--- src/cpu_pkg.sv ---
/* shared widths, opcodes, control encodings and stage types of the rv32i
   subset core; every rtl module imports this package */
package cpu_pkg;

    localparam int xlen   = 32;
    localparam int addr_w = 16;

    typedef logic [xlen-1:0]   word_t;
    typedef logic [addr_w-1:0] addr_t;
    typedef logic [4:0]        reg_idx_t;

    // base opcodes, bits [6:0]
    localparam logic [6:0] op_reg    = 7'b0110011;
    localparam logic [6:0] op_imm    = 7'b0010011;
    localparam logic [6:0] op_load   = 7'b0000011;
    localparam logic [6:0] op_store  = 7'b0100011;
    localparam logic [6:0] op_branch = 7'b1100011;
    localparam logic [6:0] op_lui    = 7'b0110111;
    localparam logic [6:0] op_auipc  = 7'b0010111;
    localparam logic [6:0] op_jal    = 7'b1101111;
    localparam logic [6:0] op_jalr   = 7'b1100111;

    // -------------------------------------------------------------------
    // instruction formats, msb first
    // -------------------------------------------------------------------
    typedef struct packed {
        logic [6:0] funct7;
        reg_idx_t   rs2;
        reg_idx_t   rs1;
        logic [2:0] funct3;
        reg_idx_t   rd;
        logic [6:0] opcode;
    } r_fmt_t;

    typedef struct packed {
        logic [11:0] imm;
        reg_idx_t    rs1;
        logic [2:0]  funct3;
        reg_idx_t    rd;
        logic [6:0]  opcode;
    } i_fmt_t;

    typedef struct packed {
        logic [6:0] imm_hi;
        reg_idx_t   rs2;
        reg_idx_t   rs1;
        logic [2:0] funct3;
        logic [4:0] imm_lo;
        logic [6:0] opcode;
    } s_fmt_t;

    typedef struct packed {
        logic       imm12;
        logic [5:0] imm10_5;
        reg_idx_t   rs2;
        reg_idx_t   rs1;
        logic [2:0] funct3;
        logic [3:0] imm4_1;
        logic       imm11;
        logic [6:0] opcode;
    } b_fmt_t;

    typedef struct packed {
        logic [19:0] imm;
        reg_idx_t    rd;
        logic [6:0]  opcode;
    } u_fmt_t;

    typedef struct packed {
        logic       imm20;
        logic [9:0] imm10_1;
        logic       imm11;
        logic [7:0] imm19_12;
        reg_idx_t   rd;
        logic [6:0] opcode;
    } j_fmt_t;

    // one fetched word, read through whichever format applies
    typedef union packed {
        r_fmt_t r;
        i_fmt_t i;
        s_fmt_t s;
        b_fmt_t b;
        u_fmt_t u;
        j_fmt_t j;
    } instr_u;

    // -------------------------------------------------------------------
    // control encodings
    // -------------------------------------------------------------------
    typedef enum logic [3:0] {
        alu_add, alu_sub, alu_and, alu_or, alu_xor, alu_slt,
        alu_sltu, alu_sll, alu_srl, alu_sra, alu_pass_b
    } alu_op_e;

    // operand pair: a from rs1, pc or zero; b from rs2 or imm
    typedef enum logic [1:0] {
        src_reg, src_imm, src_pc_imm, src_zero_imm
    } alu_src_e;

    // five kinds, so three bits
    typedef enum logic [2:0] {
        br_none, br_eq, br_ne, br_jal, br_jalr
    } branch_e;

    typedef enum logic [1:0] {mem_none, mem_read, mem_write} mem_op_e;

    typedef enum logic [1:0] {wb_none, wb_alu, wb_mem, wb_pc4} wb_sel_e;

    typedef struct packed {
        alu_op_e  alu_op;
        alu_src_e alu_src;
        branch_e  branch;
        mem_op_e  mem_op;
        wb_sel_e  wb_sel;
    } ctrl_t;

    // no-op control, also what an unknown opcode decodes to
    localparam ctrl_t ctrl_nop = '{
        alu_op:  alu_add,
        alu_src: src_reg,
        branch:  br_none,
        mem_op:  mem_none,
        wb_sel:  wb_none
    };

    typedef enum logic [4:0] {
        st_if  = 5'b00001,
        st_id  = 5'b00010,
        st_ex  = 5'b00100,
        st_mem = 5'b01000,
        st_wb  = 5'b10000
    } stage_t;

    typedef struct packed {
        addr_t addr;
        word_t wdata;
        logic  rd;
        logic  wr;
    } data_req_t;

endpackage

--- src/decoder.sv ---
/* combinational instruction decoder; maps one fetched word to the control
   struct and its sign-extended immediate */
`timescale 1ns/1ns

module decoder (
    input  cpu_pkg::instr_u instr,
    output cpu_pkg::ctrl_t  ctrl,
    output cpu_pkg::word_t  imm
);
    import cpu_pkg::*;

    // funct3 plus the alternate bit (instr[30]) to an alu operation
    function automatic alu_op_e arith_op(input logic [2:0] funct3, input logic alt);
        alu_op_e op;
        case (funct3)
            3'b000:  op = alt ? alu_sub : alu_add;
            3'b001:  op = alu_sll;
            3'b010:  op = alu_slt;
            3'b011:  op = alu_sltu;
            3'b100:  op = alu_xor;
            3'b101:  op = alt ? alu_sra : alu_srl;
            3'b110:  op = alu_or;
            default: op = alu_and;
        endcase
        return op;
    endfunction

    // -------------------------------------------------------------------
    // control fields
    // -------------------------------------------------------------------
    always_comb begin
        ctrl = ctrl_nop;
        case (instr.r.opcode)
            op_reg: begin
                ctrl.alu_op = arith_op(instr.r.funct3, instr.r.funct7[5]);
                ctrl.wb_sel = wb_alu;
            end
            op_imm: begin
                // bit 30 only selects sra over srl, elsewhere it is immediate
                ctrl.alu_op  = arith_op(instr.r.funct3,
                                        instr.r.funct3 == 3'b101 && instr.r.funct7[5]);
                ctrl.alu_src = src_imm;
                ctrl.wb_sel  = wb_alu;
            end
            op_load: begin
                ctrl.alu_src = src_imm;
                ctrl.mem_op  = mem_read;
                ctrl.wb_sel  = wb_mem;
            end
            op_store: begin
                ctrl.alu_src = src_imm;
                ctrl.mem_op  = mem_write;
            end
            op_branch: begin
                ctrl.alu_op = alu_sub;
                case (instr.r.funct3)
                    3'b000:  ctrl.branch = br_eq;
                    3'b001:  ctrl.branch = br_ne;
                    default: ctrl.branch = br_none;
                endcase
            end
            op_lui: begin
                ctrl.alu_op  = alu_pass_b;
                ctrl.alu_src = src_zero_imm;
                ctrl.wb_sel  = wb_alu;
            end
            op_auipc: begin
                ctrl.alu_src = src_pc_imm;
                ctrl.wb_sel  = wb_alu;
            end
            op_jal: begin
                ctrl.alu_src = src_pc_imm;
                ctrl.branch  = br_jal;
                ctrl.wb_sel  = wb_pc4;
            end
            op_jalr: begin
                ctrl.alu_src = src_imm;
                ctrl.branch  = br_jalr;
                ctrl.wb_sel  = wb_pc4;
            end
            default: ctrl = ctrl_nop;
        endcase
    end

    // immediate per format
    always_comb begin
        case (instr.r.opcode)
            op_imm, op_load, op_jalr:
                imm = {{20{instr.i.imm[11]}}, instr.i.imm};
            op_store:
                imm = {{20{instr.s.imm_hi[6]}}, instr.s.imm_hi, instr.s.imm_lo};
            op_branch:
                imm = {{19{instr.b.imm12}}, instr.b.imm12, instr.b.imm11,
                       instr.b.imm10_5, instr.b.imm4_1, 1'b0};
            op_lui, op_auipc:
                imm = {instr.u.imm, 12'b0};
            op_jal:
                imm = {{11{instr.j.imm20}}, instr.j.imm20, instr.j.imm19_12,
                       instr.j.imm11, instr.j.imm10_1, 1'b0};
            default:
                imm = '0;
        endcase
    end

endmodule

--- src/reg_file.sv ---
/* 32 x 32 register file, two asynchronous reads and one synchronous write;
   x0 is not stored and always reads zero */
`timescale 1ns/1ns

module reg_file (
    input  logic              clk,
    input  logic              rst,
    input  cpu_pkg::reg_idx_t rs1,
    input  cpu_pkg::reg_idx_t rs2,
    input  cpu_pkg::reg_idx_t rd,
    input  logic              we,
    input  cpu_pkg::word_t    wdata,
    output cpu_pkg::word_t    rs1_data,
    output cpu_pkg::word_t    rs2_data
);
    import cpu_pkg::*;

    word_t regs [31:1];

    always_ff @(posedge clk) begin
        if (!rst) begin
            for (int i = 1; i < 32; i++) begin
                regs[i] <= '0;
            end
        end else if (we && rd != '0) begin
            regs[rd] <= wdata;
        end
    end

    assign rs1_data = (rs1 == '0) ? '0 : regs[rs1];
    assign rs2_data = (rs2 == '0) ? '0 : regs[rs2];

endmodule

--- src/alu.sv ---
/* combinational alu for the execute stage; the equal flag drives the
   beq/bne decision in the memory stage */
`timescale 1ns/1ns

module alu (
    input  cpu_pkg::word_t  a,
    input  cpu_pkg::word_t  b,
    input  cpu_pkg::alu_op_e op,
    output cpu_pkg::word_t  result,
    output logic            equal
);
    import cpu_pkg::*;

    logic [4:0] shamt;

    // only the low five bits count for shifts
    assign shamt = b[4:0];

    always_comb begin
        case (op)
            alu_add:    result = a + b;
            alu_sub:    result = a - b;
            alu_and:    result = a & b;
            alu_or:     result = a | b;
            alu_xor:    result = a ^ b;
            alu_slt:    result = word_t'($signed(a) < $signed(b));
            alu_sltu:   result = word_t'(a < b);
            alu_sll:    result = a << shamt;
            alu_srl:    result = a >> shamt;
            alu_sra:    result = word_t'($signed(a) >>> shamt);
            alu_pass_b: result = b;
            default:    result = '0;
        endcase
    end

    assign equal = (a == b);

endmodule

--- src/cpu_top.sv ---
/* five-stage sequential rv32i subset core, one instruction in flight at a
   time; both memories answer one cycle after their strobe */
`timescale 1ns/1ns

module cpu_top (
    input  logic               clk,
    input  logic               rst,
    input  logic               rdy,
    output logic               inst_fetch,
    output cpu_pkg::addr_t     inst_addr,
    input  cpu_pkg::word_t     instruction,
    output cpu_pkg::data_req_t data_req,
    input  cpu_pkg::word_t     read_data
);
    import cpu_pkg::*;

    stage_t   stage;
    logic     step;
    word_t    pc;

    instr_u   instr_word;
    ctrl_t    dec_ctrl;
    word_t    dec_imm;
    word_t    rs1_data;
    word_t    rs2_data;

    // id/ex
    ctrl_t    id_ex_ctrl;
    word_t    id_ex_rs1;
    word_t    id_ex_rs2;
    word_t    id_ex_imm;
    word_t    id_ex_pc;
    reg_idx_t id_ex_rd;

    // ex/mem
    word_t    ex_mem_result;
    logic     ex_mem_equal;
    word_t    ex_mem_rs2;

    word_t    alu_a;
    word_t    alu_b;
    word_t    alu_result;
    logic     alu_equal;
    logic     taken;
    word_t    target;
    logic     wb_we;
    word_t    wb_data;

    // -------------------------------------------------------------------
    // stage sequencer
    // -------------------------------------------------------------------
    // reset and a low rdy both freeze the sequence and mask the strobes
    assign step = rdy && rst;

    // one-hot rotate if -> id -> ex -> mem -> wb -> if
    always_ff @(posedge clk) begin
        if (!rst) begin
            stage <= st_if;
        end else if (step) begin
            stage <= stage_t'({stage[3:0], stage[4]});
        end
    end

    always_ff @(posedge clk) begin
        if (!rst) begin
            pc <= '0;
        end else if (step && stage == st_mem) begin
            pc <= taken ? target : pc + word_t'(4);
        end
    end

    assign inst_fetch = step && stage == st_if;
    assign inst_addr  = pc[addr_w-1:0];

    // -------------------------------------------------------------------
    // decode is valid during the id cycle
    // -------------------------------------------------------------------
    assign instr_word = instruction;

    decoder u_decoder (
        .instr (instr_word),
        .ctrl  (dec_ctrl),
        .imm   (dec_imm)
    );

    reg_file u_reg_file (
        .clk      (clk),
        .rst      (rst),
        .rs1      (instr_word.r.rs1),
        .rs2      (instr_word.r.rs2),
        .rd       (id_ex_rd),
        .we       (wb_we),
        .wdata    (wb_data),
        .rs1_data (rs1_data),
        .rs2_data (rs2_data)
    );

    always_ff @(posedge clk) begin
        if (!rst) begin
            id_ex_ctrl <= ctrl_nop;
        end else if (step && stage == st_id) begin
            id_ex_ctrl <= dec_ctrl;
        end
    end

    always_ff @(posedge clk) begin
        if (step && stage == st_id) begin
            id_ex_rs1 <= rs1_data;
            id_ex_rs2 <= rs2_data;
            id_ex_imm <= dec_imm;
            id_ex_pc  <= pc;
            id_ex_rd  <= instr_word.r.rd;
        end
    end

    // -------------------------------------------------------------------
    // execute
    // -------------------------------------------------------------------
    always_comb begin
        case (id_ex_ctrl.alu_src)
            src_pc_imm:   alu_a = id_ex_pc;
            src_zero_imm: alu_a = '0;
            default:      alu_a = id_ex_rs1;
        endcase
        alu_b = (id_ex_ctrl.alu_src == src_reg) ? id_ex_rs2 : id_ex_imm;
    end

    alu u_alu (
        .a      (alu_a),
        .b      (alu_b),
        .op     (id_ex_ctrl.alu_op),
        .result (alu_result),
        .equal  (alu_equal)
    );

    always_ff @(posedge clk) begin
        if (step && stage == st_ex) begin
            ex_mem_result <= alu_result;
            ex_mem_equal  <= alu_equal;
            ex_mem_rs2    <= id_ex_rs2;
        end
    end

    // -------------------------------------------------------------------
    // memory access and next pc
    // -------------------------------------------------------------------
    always_comb begin
        case (id_ex_ctrl.branch)
            br_eq:            taken = ex_mem_equal;
            br_ne:            taken = !ex_mem_equal;
            br_jal, br_jalr:  taken = 1'b1;
            default:          taken = 1'b0;
        endcase
    end

    // jalr target comes from the alu with bit 0 cleared
    assign target = (id_ex_ctrl.branch == br_jalr) ? {ex_mem_result[xlen-1:1], 1'b0}
                                                   : id_ex_pc + id_ex_imm;

    always_comb begin
        data_req.addr  = ex_mem_result[addr_w-1:0];
        data_req.wdata = ex_mem_rs2;
        data_req.rd    = step && stage == st_mem && id_ex_ctrl.mem_op == mem_read;
        data_req.wr    = step && stage == st_mem && id_ex_ctrl.mem_op == mem_write;
    end

    // -------------------------------------------------------------------
    // write back with the read data arriving in this cycle
    // -------------------------------------------------------------------
    always_comb begin
        case (id_ex_ctrl.wb_sel)
            wb_mem:  wb_data = read_data;
            wb_pc4:  wb_data = id_ex_pc + word_t'(4);
            default: wb_data = ex_mem_result;
        endcase
    end

    assign wb_we = step && stage == st_wb && id_ex_ctrl.wb_sel != wb_none;

endmodule

--- config.mk ---
export PLATFORM = sky130hd
export DESIGN_NAME = cpu_top
export DESIGN_NICKNAME = d
export VERILOG_FILES = /design/src/cpu_pkg.sv /design/src/decoder.sv /design/src/reg_file.sv /design/src/alu.sv /design/src/cpu_top.sv
export SDC_FILE = /design/constraint.sdc
export NUM_CORES = 2
export LEC_CHECK = 0
export ABC_CLOCK_PERIOD_IN_PS = 18100
export BUFFER_PORTS_ARGS = -buffer_cell sky130_fd_sc_hd__buf_2
export CORE_ASPECT_RATIO = 1.25
export CORE_UTILIZATION = 40
export DETAILED_ROUTE_END_ITERATION = 7
export MAX_ROUTING_LAYER = met4
export PLACE_DENSITY = 0.54
export SKIP_CTS_REPAIR_TIMING = 1
export SLEW_MARGIN = 10
export SYNTH_ARGS = -nofsm -noshare
export SYNTH_HDL_FRONTEND = slang
export SYNTH_SLANG_ARGS = --single-unit
--- constraint.sdc ---
create_clock -name clk -period 18.1 [get_ports clk]
set_input_delay 0.905 -clock clk [delete_from_list [all_inputs] [get_ports clk]]
set_output_delay 0.905 -clock clk [all_outputs]
set_load 0.02 [all_outputs]
# Yosys cells after proc, flatten, opt, wreduce, memory -nomap -nowiden
# Memory sizes are Yosys's and may differ from the RTL's. A register that Yosys moved wholly into a read port is not among the register bits.
# Cells that the tools add are included.
dict set report totals {
  register_bits 184
  ram_bits 992
  in_bits 67
  out_inout_bits 67
  wordCells 122
  memories 1
}
# name words word_bits rd rd_clocked_by_memory_dff wr line
set memory_table {}
lappend memory_table {u_reg_file.regs 31 32 2 2 31 reg_file.sv:18} ;# word_t regs [31:1];
dict set report classes {
  add_sub_neg 5
  order_cmp 2
  n_eq_ne 41
  n_shift 3
  mux 27
  n_bitwise 3
  reduce_logical 27
}
# op n
set ops {}
lappend ops {{$pmux 32 s11} 1}
lappend ops {{$pmux 32 s5} 1}
lappend ops {{$mux 32} 4}
lappend ops {{$pmux 32 s2} 2}
lappend ops {{$add 32x3->32 const B} 2}
lappend ops {{$add 32x32->32} 2}
lappend ops {{$lt 32x32->1} 2}
lappend ops {{$pmux 4 s7} 2}
lappend ops {{$and 32x32->32} 1}
lappend ops {{$eq 32x32->1} 1}
lappend ops {{$or 32x32->32} 1}
lappend ops {{$reduce_or 32->1} 1}
lappend ops {{$shl 32x5->32} 1}
lappend ops {{$shr 32x5->32} 1}
lappend ops {{$sshr 32x5->32} 1}
lappend ops {{$sub 32x32->32} 1}
lappend ops {{$xor 32x32->32} 1}
lappend ops {{$eq 7x6->1 const B} 3}
lappend ops {{$eq 7x7->1 const B} 3}
lappend ops {{$eq 4x3->1 const B} 4}
lappend ops {{$pmux 4 s4} 1}
lappend ops {{$eq 7x5->1 const B} 2}
lappend ops {{$eq 3x2->1 const B} 4}
lappend ops {{$eq 3x3->1 const B} 4}
lappend ops {{other kinds (29)} 62}

# Longest topological paths before layout
dict set report depth {
  ltp_word 9
  depth_mapped 18
}

# Hierarchy
# A second synthesis with hierarchy kept.
dict set report hier_totals {
  hier_cells 6044
  hier_area_um2 76387.0
}
# mod instances cells_per_inst area_per_inst_um2 seq_area_each_um2
set modules_own_cells {}
lappend modules_own_cells {reg_file 1 3505 54214.5 30749.5}
lappend modules_own_cells {cpu_top 1 1150 12655.9 6946.7}
lappend modules_own_cells {alu 1 1290 8816.0 0.0}
lappend modules_own_cells {decoder 1 99 700.7 0.0}

# Worst setup path after synthesis
# OpenSTA, ideal clock, no wires.
dict set report synth_timing {
  kind {input port to flip-flop}
  startpoint {in rdy}
  endpoint {reg ex_mem_equal, enable pin}
  setup_ps 582
  arrival_time_ps 6395
  required_ps 17518
  path_slack_ps 11124
  path_stages 4
  n_path_buf 1
  cell_sequence {buf_2 > nand2_1 > or4_1 > nor3b_1}
}
dict set report synth_between {
  elab_chain_cells 2
}
# element line
set synth_rtl {}
lappend synth_rtl {{start, declared} cpu_top.sv:8} ;# input logic rdy,
lappend synth_rtl {{$logic_and 1x1->1} cpu_top.sv:53} ;# assign step = rdy && rst;
lappend synth_rtl {{$logic_and 1x1->1} cpu_top.sv:137} ;# if (step && stage == st_ex) begin
lappend synth_rtl {{end signal, assigned} cpu_top.sv:139} ;# ex_mem_equal <= alu_equal;
lappend synth_rtl {{end, declared} cpu_top.sv:37} ;# logic ex_mem_equal;
# No other way between the ends.
# A chain may end at the register's enable or synchronous reset.

==> results.json <==
{
  "postSynthCellCount": 5775,
  "p_leak_nw": 30.1,
  "synth_compound_area_share_pct": 7.17,
  "fin_worst_skew_ns": 0.0390,
  "synth_top_family_by_area": "multiplexers",
  "layout_commonest_cell": "nor2_1",
  "start_util_pct": 40.3,
  "required_ns": 18.51,
  "synth_area_um2": 73600,
  "async_flop_share_pct": 0,
  "grtUsageTotal_pct": 32.2,
  "placed_cells": 7944,
  "finalMaxSlewViolations": 0,
  "tritoncts": "yes",
  "startpoint": "rst",
  "clock-root-buffer": "clkbuf_16",
  "arrival_ns": 5.98,
  "die_w_um": 386,
  "design.core.area_um2": 182000,
  "post-route-min-period_ns": 5.57,
  "route.antenna.remaining_nets": 0,
  "die_h_um": 482,
  "totalWireLength_mm": 292,
  "dp_hpwl_mm": 196,
  "drcViolationCount": 0,
  "outcome": "complete, no violations",
  "wl_per_cell_um": 35.6,
  "drv_cap": 0,
  "cts.clk_slew.worst_paths_ns": 0.06,
  "grt_pass1_wl_mm": 403,
  "yosysUniqueCellTypes": 101,
  "hold_violations": 0,
  "layout_common_cells": "nor2_1, edfxtp_1, mux4_2",
  "r2r_start": "id_ex_ctrl[7]",
  "syn_area_per_cell_um2": 12.7,
  "seq_area_frac_synth_pct": 51.2,
  "cp_cell_sequence": "buf_4 > nand2_1 > or4_1 > nor4b_2 > nand2_1 > nor2_1 > nand2_2 > nand2_2",
  "clock_sinks": 1272,
  "yosys-mux-area-fraction_pct": 23.8,
  "relSlewSlack_pct": 9.02,
  "path_class": "input port to flip-flop",
  "rsz0062_at_grt": "false",
  "overflow": 0,
  "cts_buffers": 143,
  "grt_max_degree": 110,
  "yosysWarnings": 0,
  "r2r_end": "ex_mem_result[29]",
  "tightest_slew_ns": 1.36,
  "dr_total_vias": 53100,
  "worstSkewPairLatency_ns": 0.83,
  "hold_depth": 1,
  "cp_top_family": "simple AND/OR/NAND/NOR gates",
  "post-route-period-util_pct": 30.8,
  "antenna_found_initial": 16,
  "synth-xor-area-share_pct": 1.12,
  "fmax_mhz": 180,
  "setup_violations": 0,
  "crit_buf_inv": 1,
  "hold_path_end": "id_ex_rd[2]",
  "min_path_type": "input port to flip-flop",
  "clockBufferDepth": 3,
  "grt_pass1_vias": 51800,
  "rows": 175,
  "h-tree-depth": 4,
  "dr.pass1.iters": 6,
  "critPathMaxFanout": 33,
  "gp_congestion": 1.02,
  "ys.flop_type": "edfxtp_1",
  "slowest_stage": "nand2_2",
  "synth_seq_cells": 1272,
  "worstSetupStartpointType": "input port",
  "vias_per_cell": 6.46,
  "fin_cells": 8218,
  "max_stage_delay_ns": 1.27,
  "drive_gt1_share_pct": 23.5,
  "die_area_um2": 186000,
  "synthAdderAreaFrac_pct": 2.29,
  "port_buffers": 133,
  "initialDrtViolationCount": 6553,
  "crit_path_end_kind": "flip-flop",
  "ir_worst_vdd_mv": 0.0842,
  "r2r_slack_ns": 12.76,
  "hold_start": "instruction[9]",
  "fin_nets": 5903,
  "top_level_ports": 134,
  "syn_to_final_growth_pct": 10.8,
  "pwr_density_cell_nw_per_um2": 85.3,
  "synth_edf_count": 1222,
  "setup_tns_ns": 0,
  "reg2regPathDepth": 15,
  "yosys.area_share.simple_pct": 10.4
}
==> sequential cells by signal (all words and copies together), names as in the netlist <==
name             cells
u_reg_file.regs   1024
ex_mem_result       32
ex_mem_rs2          32
id_ex_imm           32
id_ex_pc            32
id_ex_rs1           32
id_ex_rs2           32
pc                  32
id_ex_ctrl          13
id_ex_rd             5
stage                5
ex_mem_equal         1
==> worst max path at each step <==
stage	endpoint	slack, ns	cells past startpoint
2_1_floorplan	ex_mem_equal	11.12	4
3_3_place_gp	u_reg_file.regs[18][24]	11.75	8
3_5_place_dp	u_reg_file.regs[18][24]	11.77	8
4_1_cts	u_reg_file.regs[18][28]	12.62	8
5_1_grt	u_reg_file.regs[18][28]	12.41	8
6_report	u_reg_file.regs[18][28]	12.53	8
==> kinds of logic (layout without fill, tap and decap cells) <==
logic type,Yosys count,count (layout)
AND/OR/NAND/NOR,1857,1857
flip-flops,1272,1272
multiplexers,923,923
AO/OA/AOI/OAI,792,792
buffers and inverters,703,711
adder cells (fa/ha/maj),133,133
XOR/XNOR,94,94
other,1,47
==> cell usage after synthesis (16+ instances only) <==
cell / count / area [µm²]
a22oi_1: 21 / 158
nor3_1: 55 / 275
o21bai_1: 17 / 128
o21ai_0: 145 / 726
a221oi_1: 46 / 403
a21o_1: 59 / 443
o211ai_1: 27 / 203
and2_1: 19 / 119
buf_1: 68 / 255
a31oi_1: 34 / 213
mux4_2: 653 / 14700
a211oi_1: 29 / 218
nand3_1: 52 / 260
inv_1: 144 / 541
ha_1: 130 / 1630
or3_1: 16 / 100
a21oi_1: 209 / 1050
o22ai_1: 22 / 138
xor2_1: 30 / 263
edfxtp_1: 1222 / 36700
o221ai_1: 23 / 201
mux2i_1: 217 / 2170
clkbuf_1: 402 / 1510
nand4_1: 29 / 181
buf_4: 43 / 323
mux2_2: 48 / 541
xnor2_1: 64 / 561
and3_1: 26 / 163
buf_2: 29 / 145
nor2_1: 1295 / 4860
dfxtp_1: 50 / 1000
nand2_1: 259 / 972
nor2b_1: 29 / 181
==> final cells by class <==
type | instances | area [µm²]
fill | 16500 | 101000
timing repair buffer | 305 | 2090
clock buffer | 171 | 3760
sequential | 1272 | 37700
tap | 2389 | 2990
multi-input combinational | 3831 | 33700
clock inverter | 85 | 688
inverter | 150 | 569
antenna | 15 | 37.5
==> per-stage QoR <==
stage          hold WS [ns]  utilization (%)  total power [mW]  instance area, µm²  worst slack (ns)
2_1_floorplan         0.406                -              3.86               73700             11.12
3_3_place_gp          0.443             42.2              4.13               77000             11.75
3_5_place_dp          0.447             42.2              4.14               77000             11.77
4_1_cts               0.362             44.6              6.98               81400             12.62
5_1_grt               0.389             44.7              7.12               81500             12.41
6_report              0.421             44.7              6.96               81500             12.53
==> power breakdown <==
group	switching (mW)	internal, mW
sequential	0.0534	3.31
combinational	0.428	0.296
clock	1.29	1.59
total	1.77	5.19
==> metal layers <==
metal	GRT usage, %	wire, µm
met3	5.66	24300
met1	38.0	105000
met4	18.9	20300
met5	-	0
met2	51.8	142000
No activity file was read; power rests on OpenSTA's default activity.
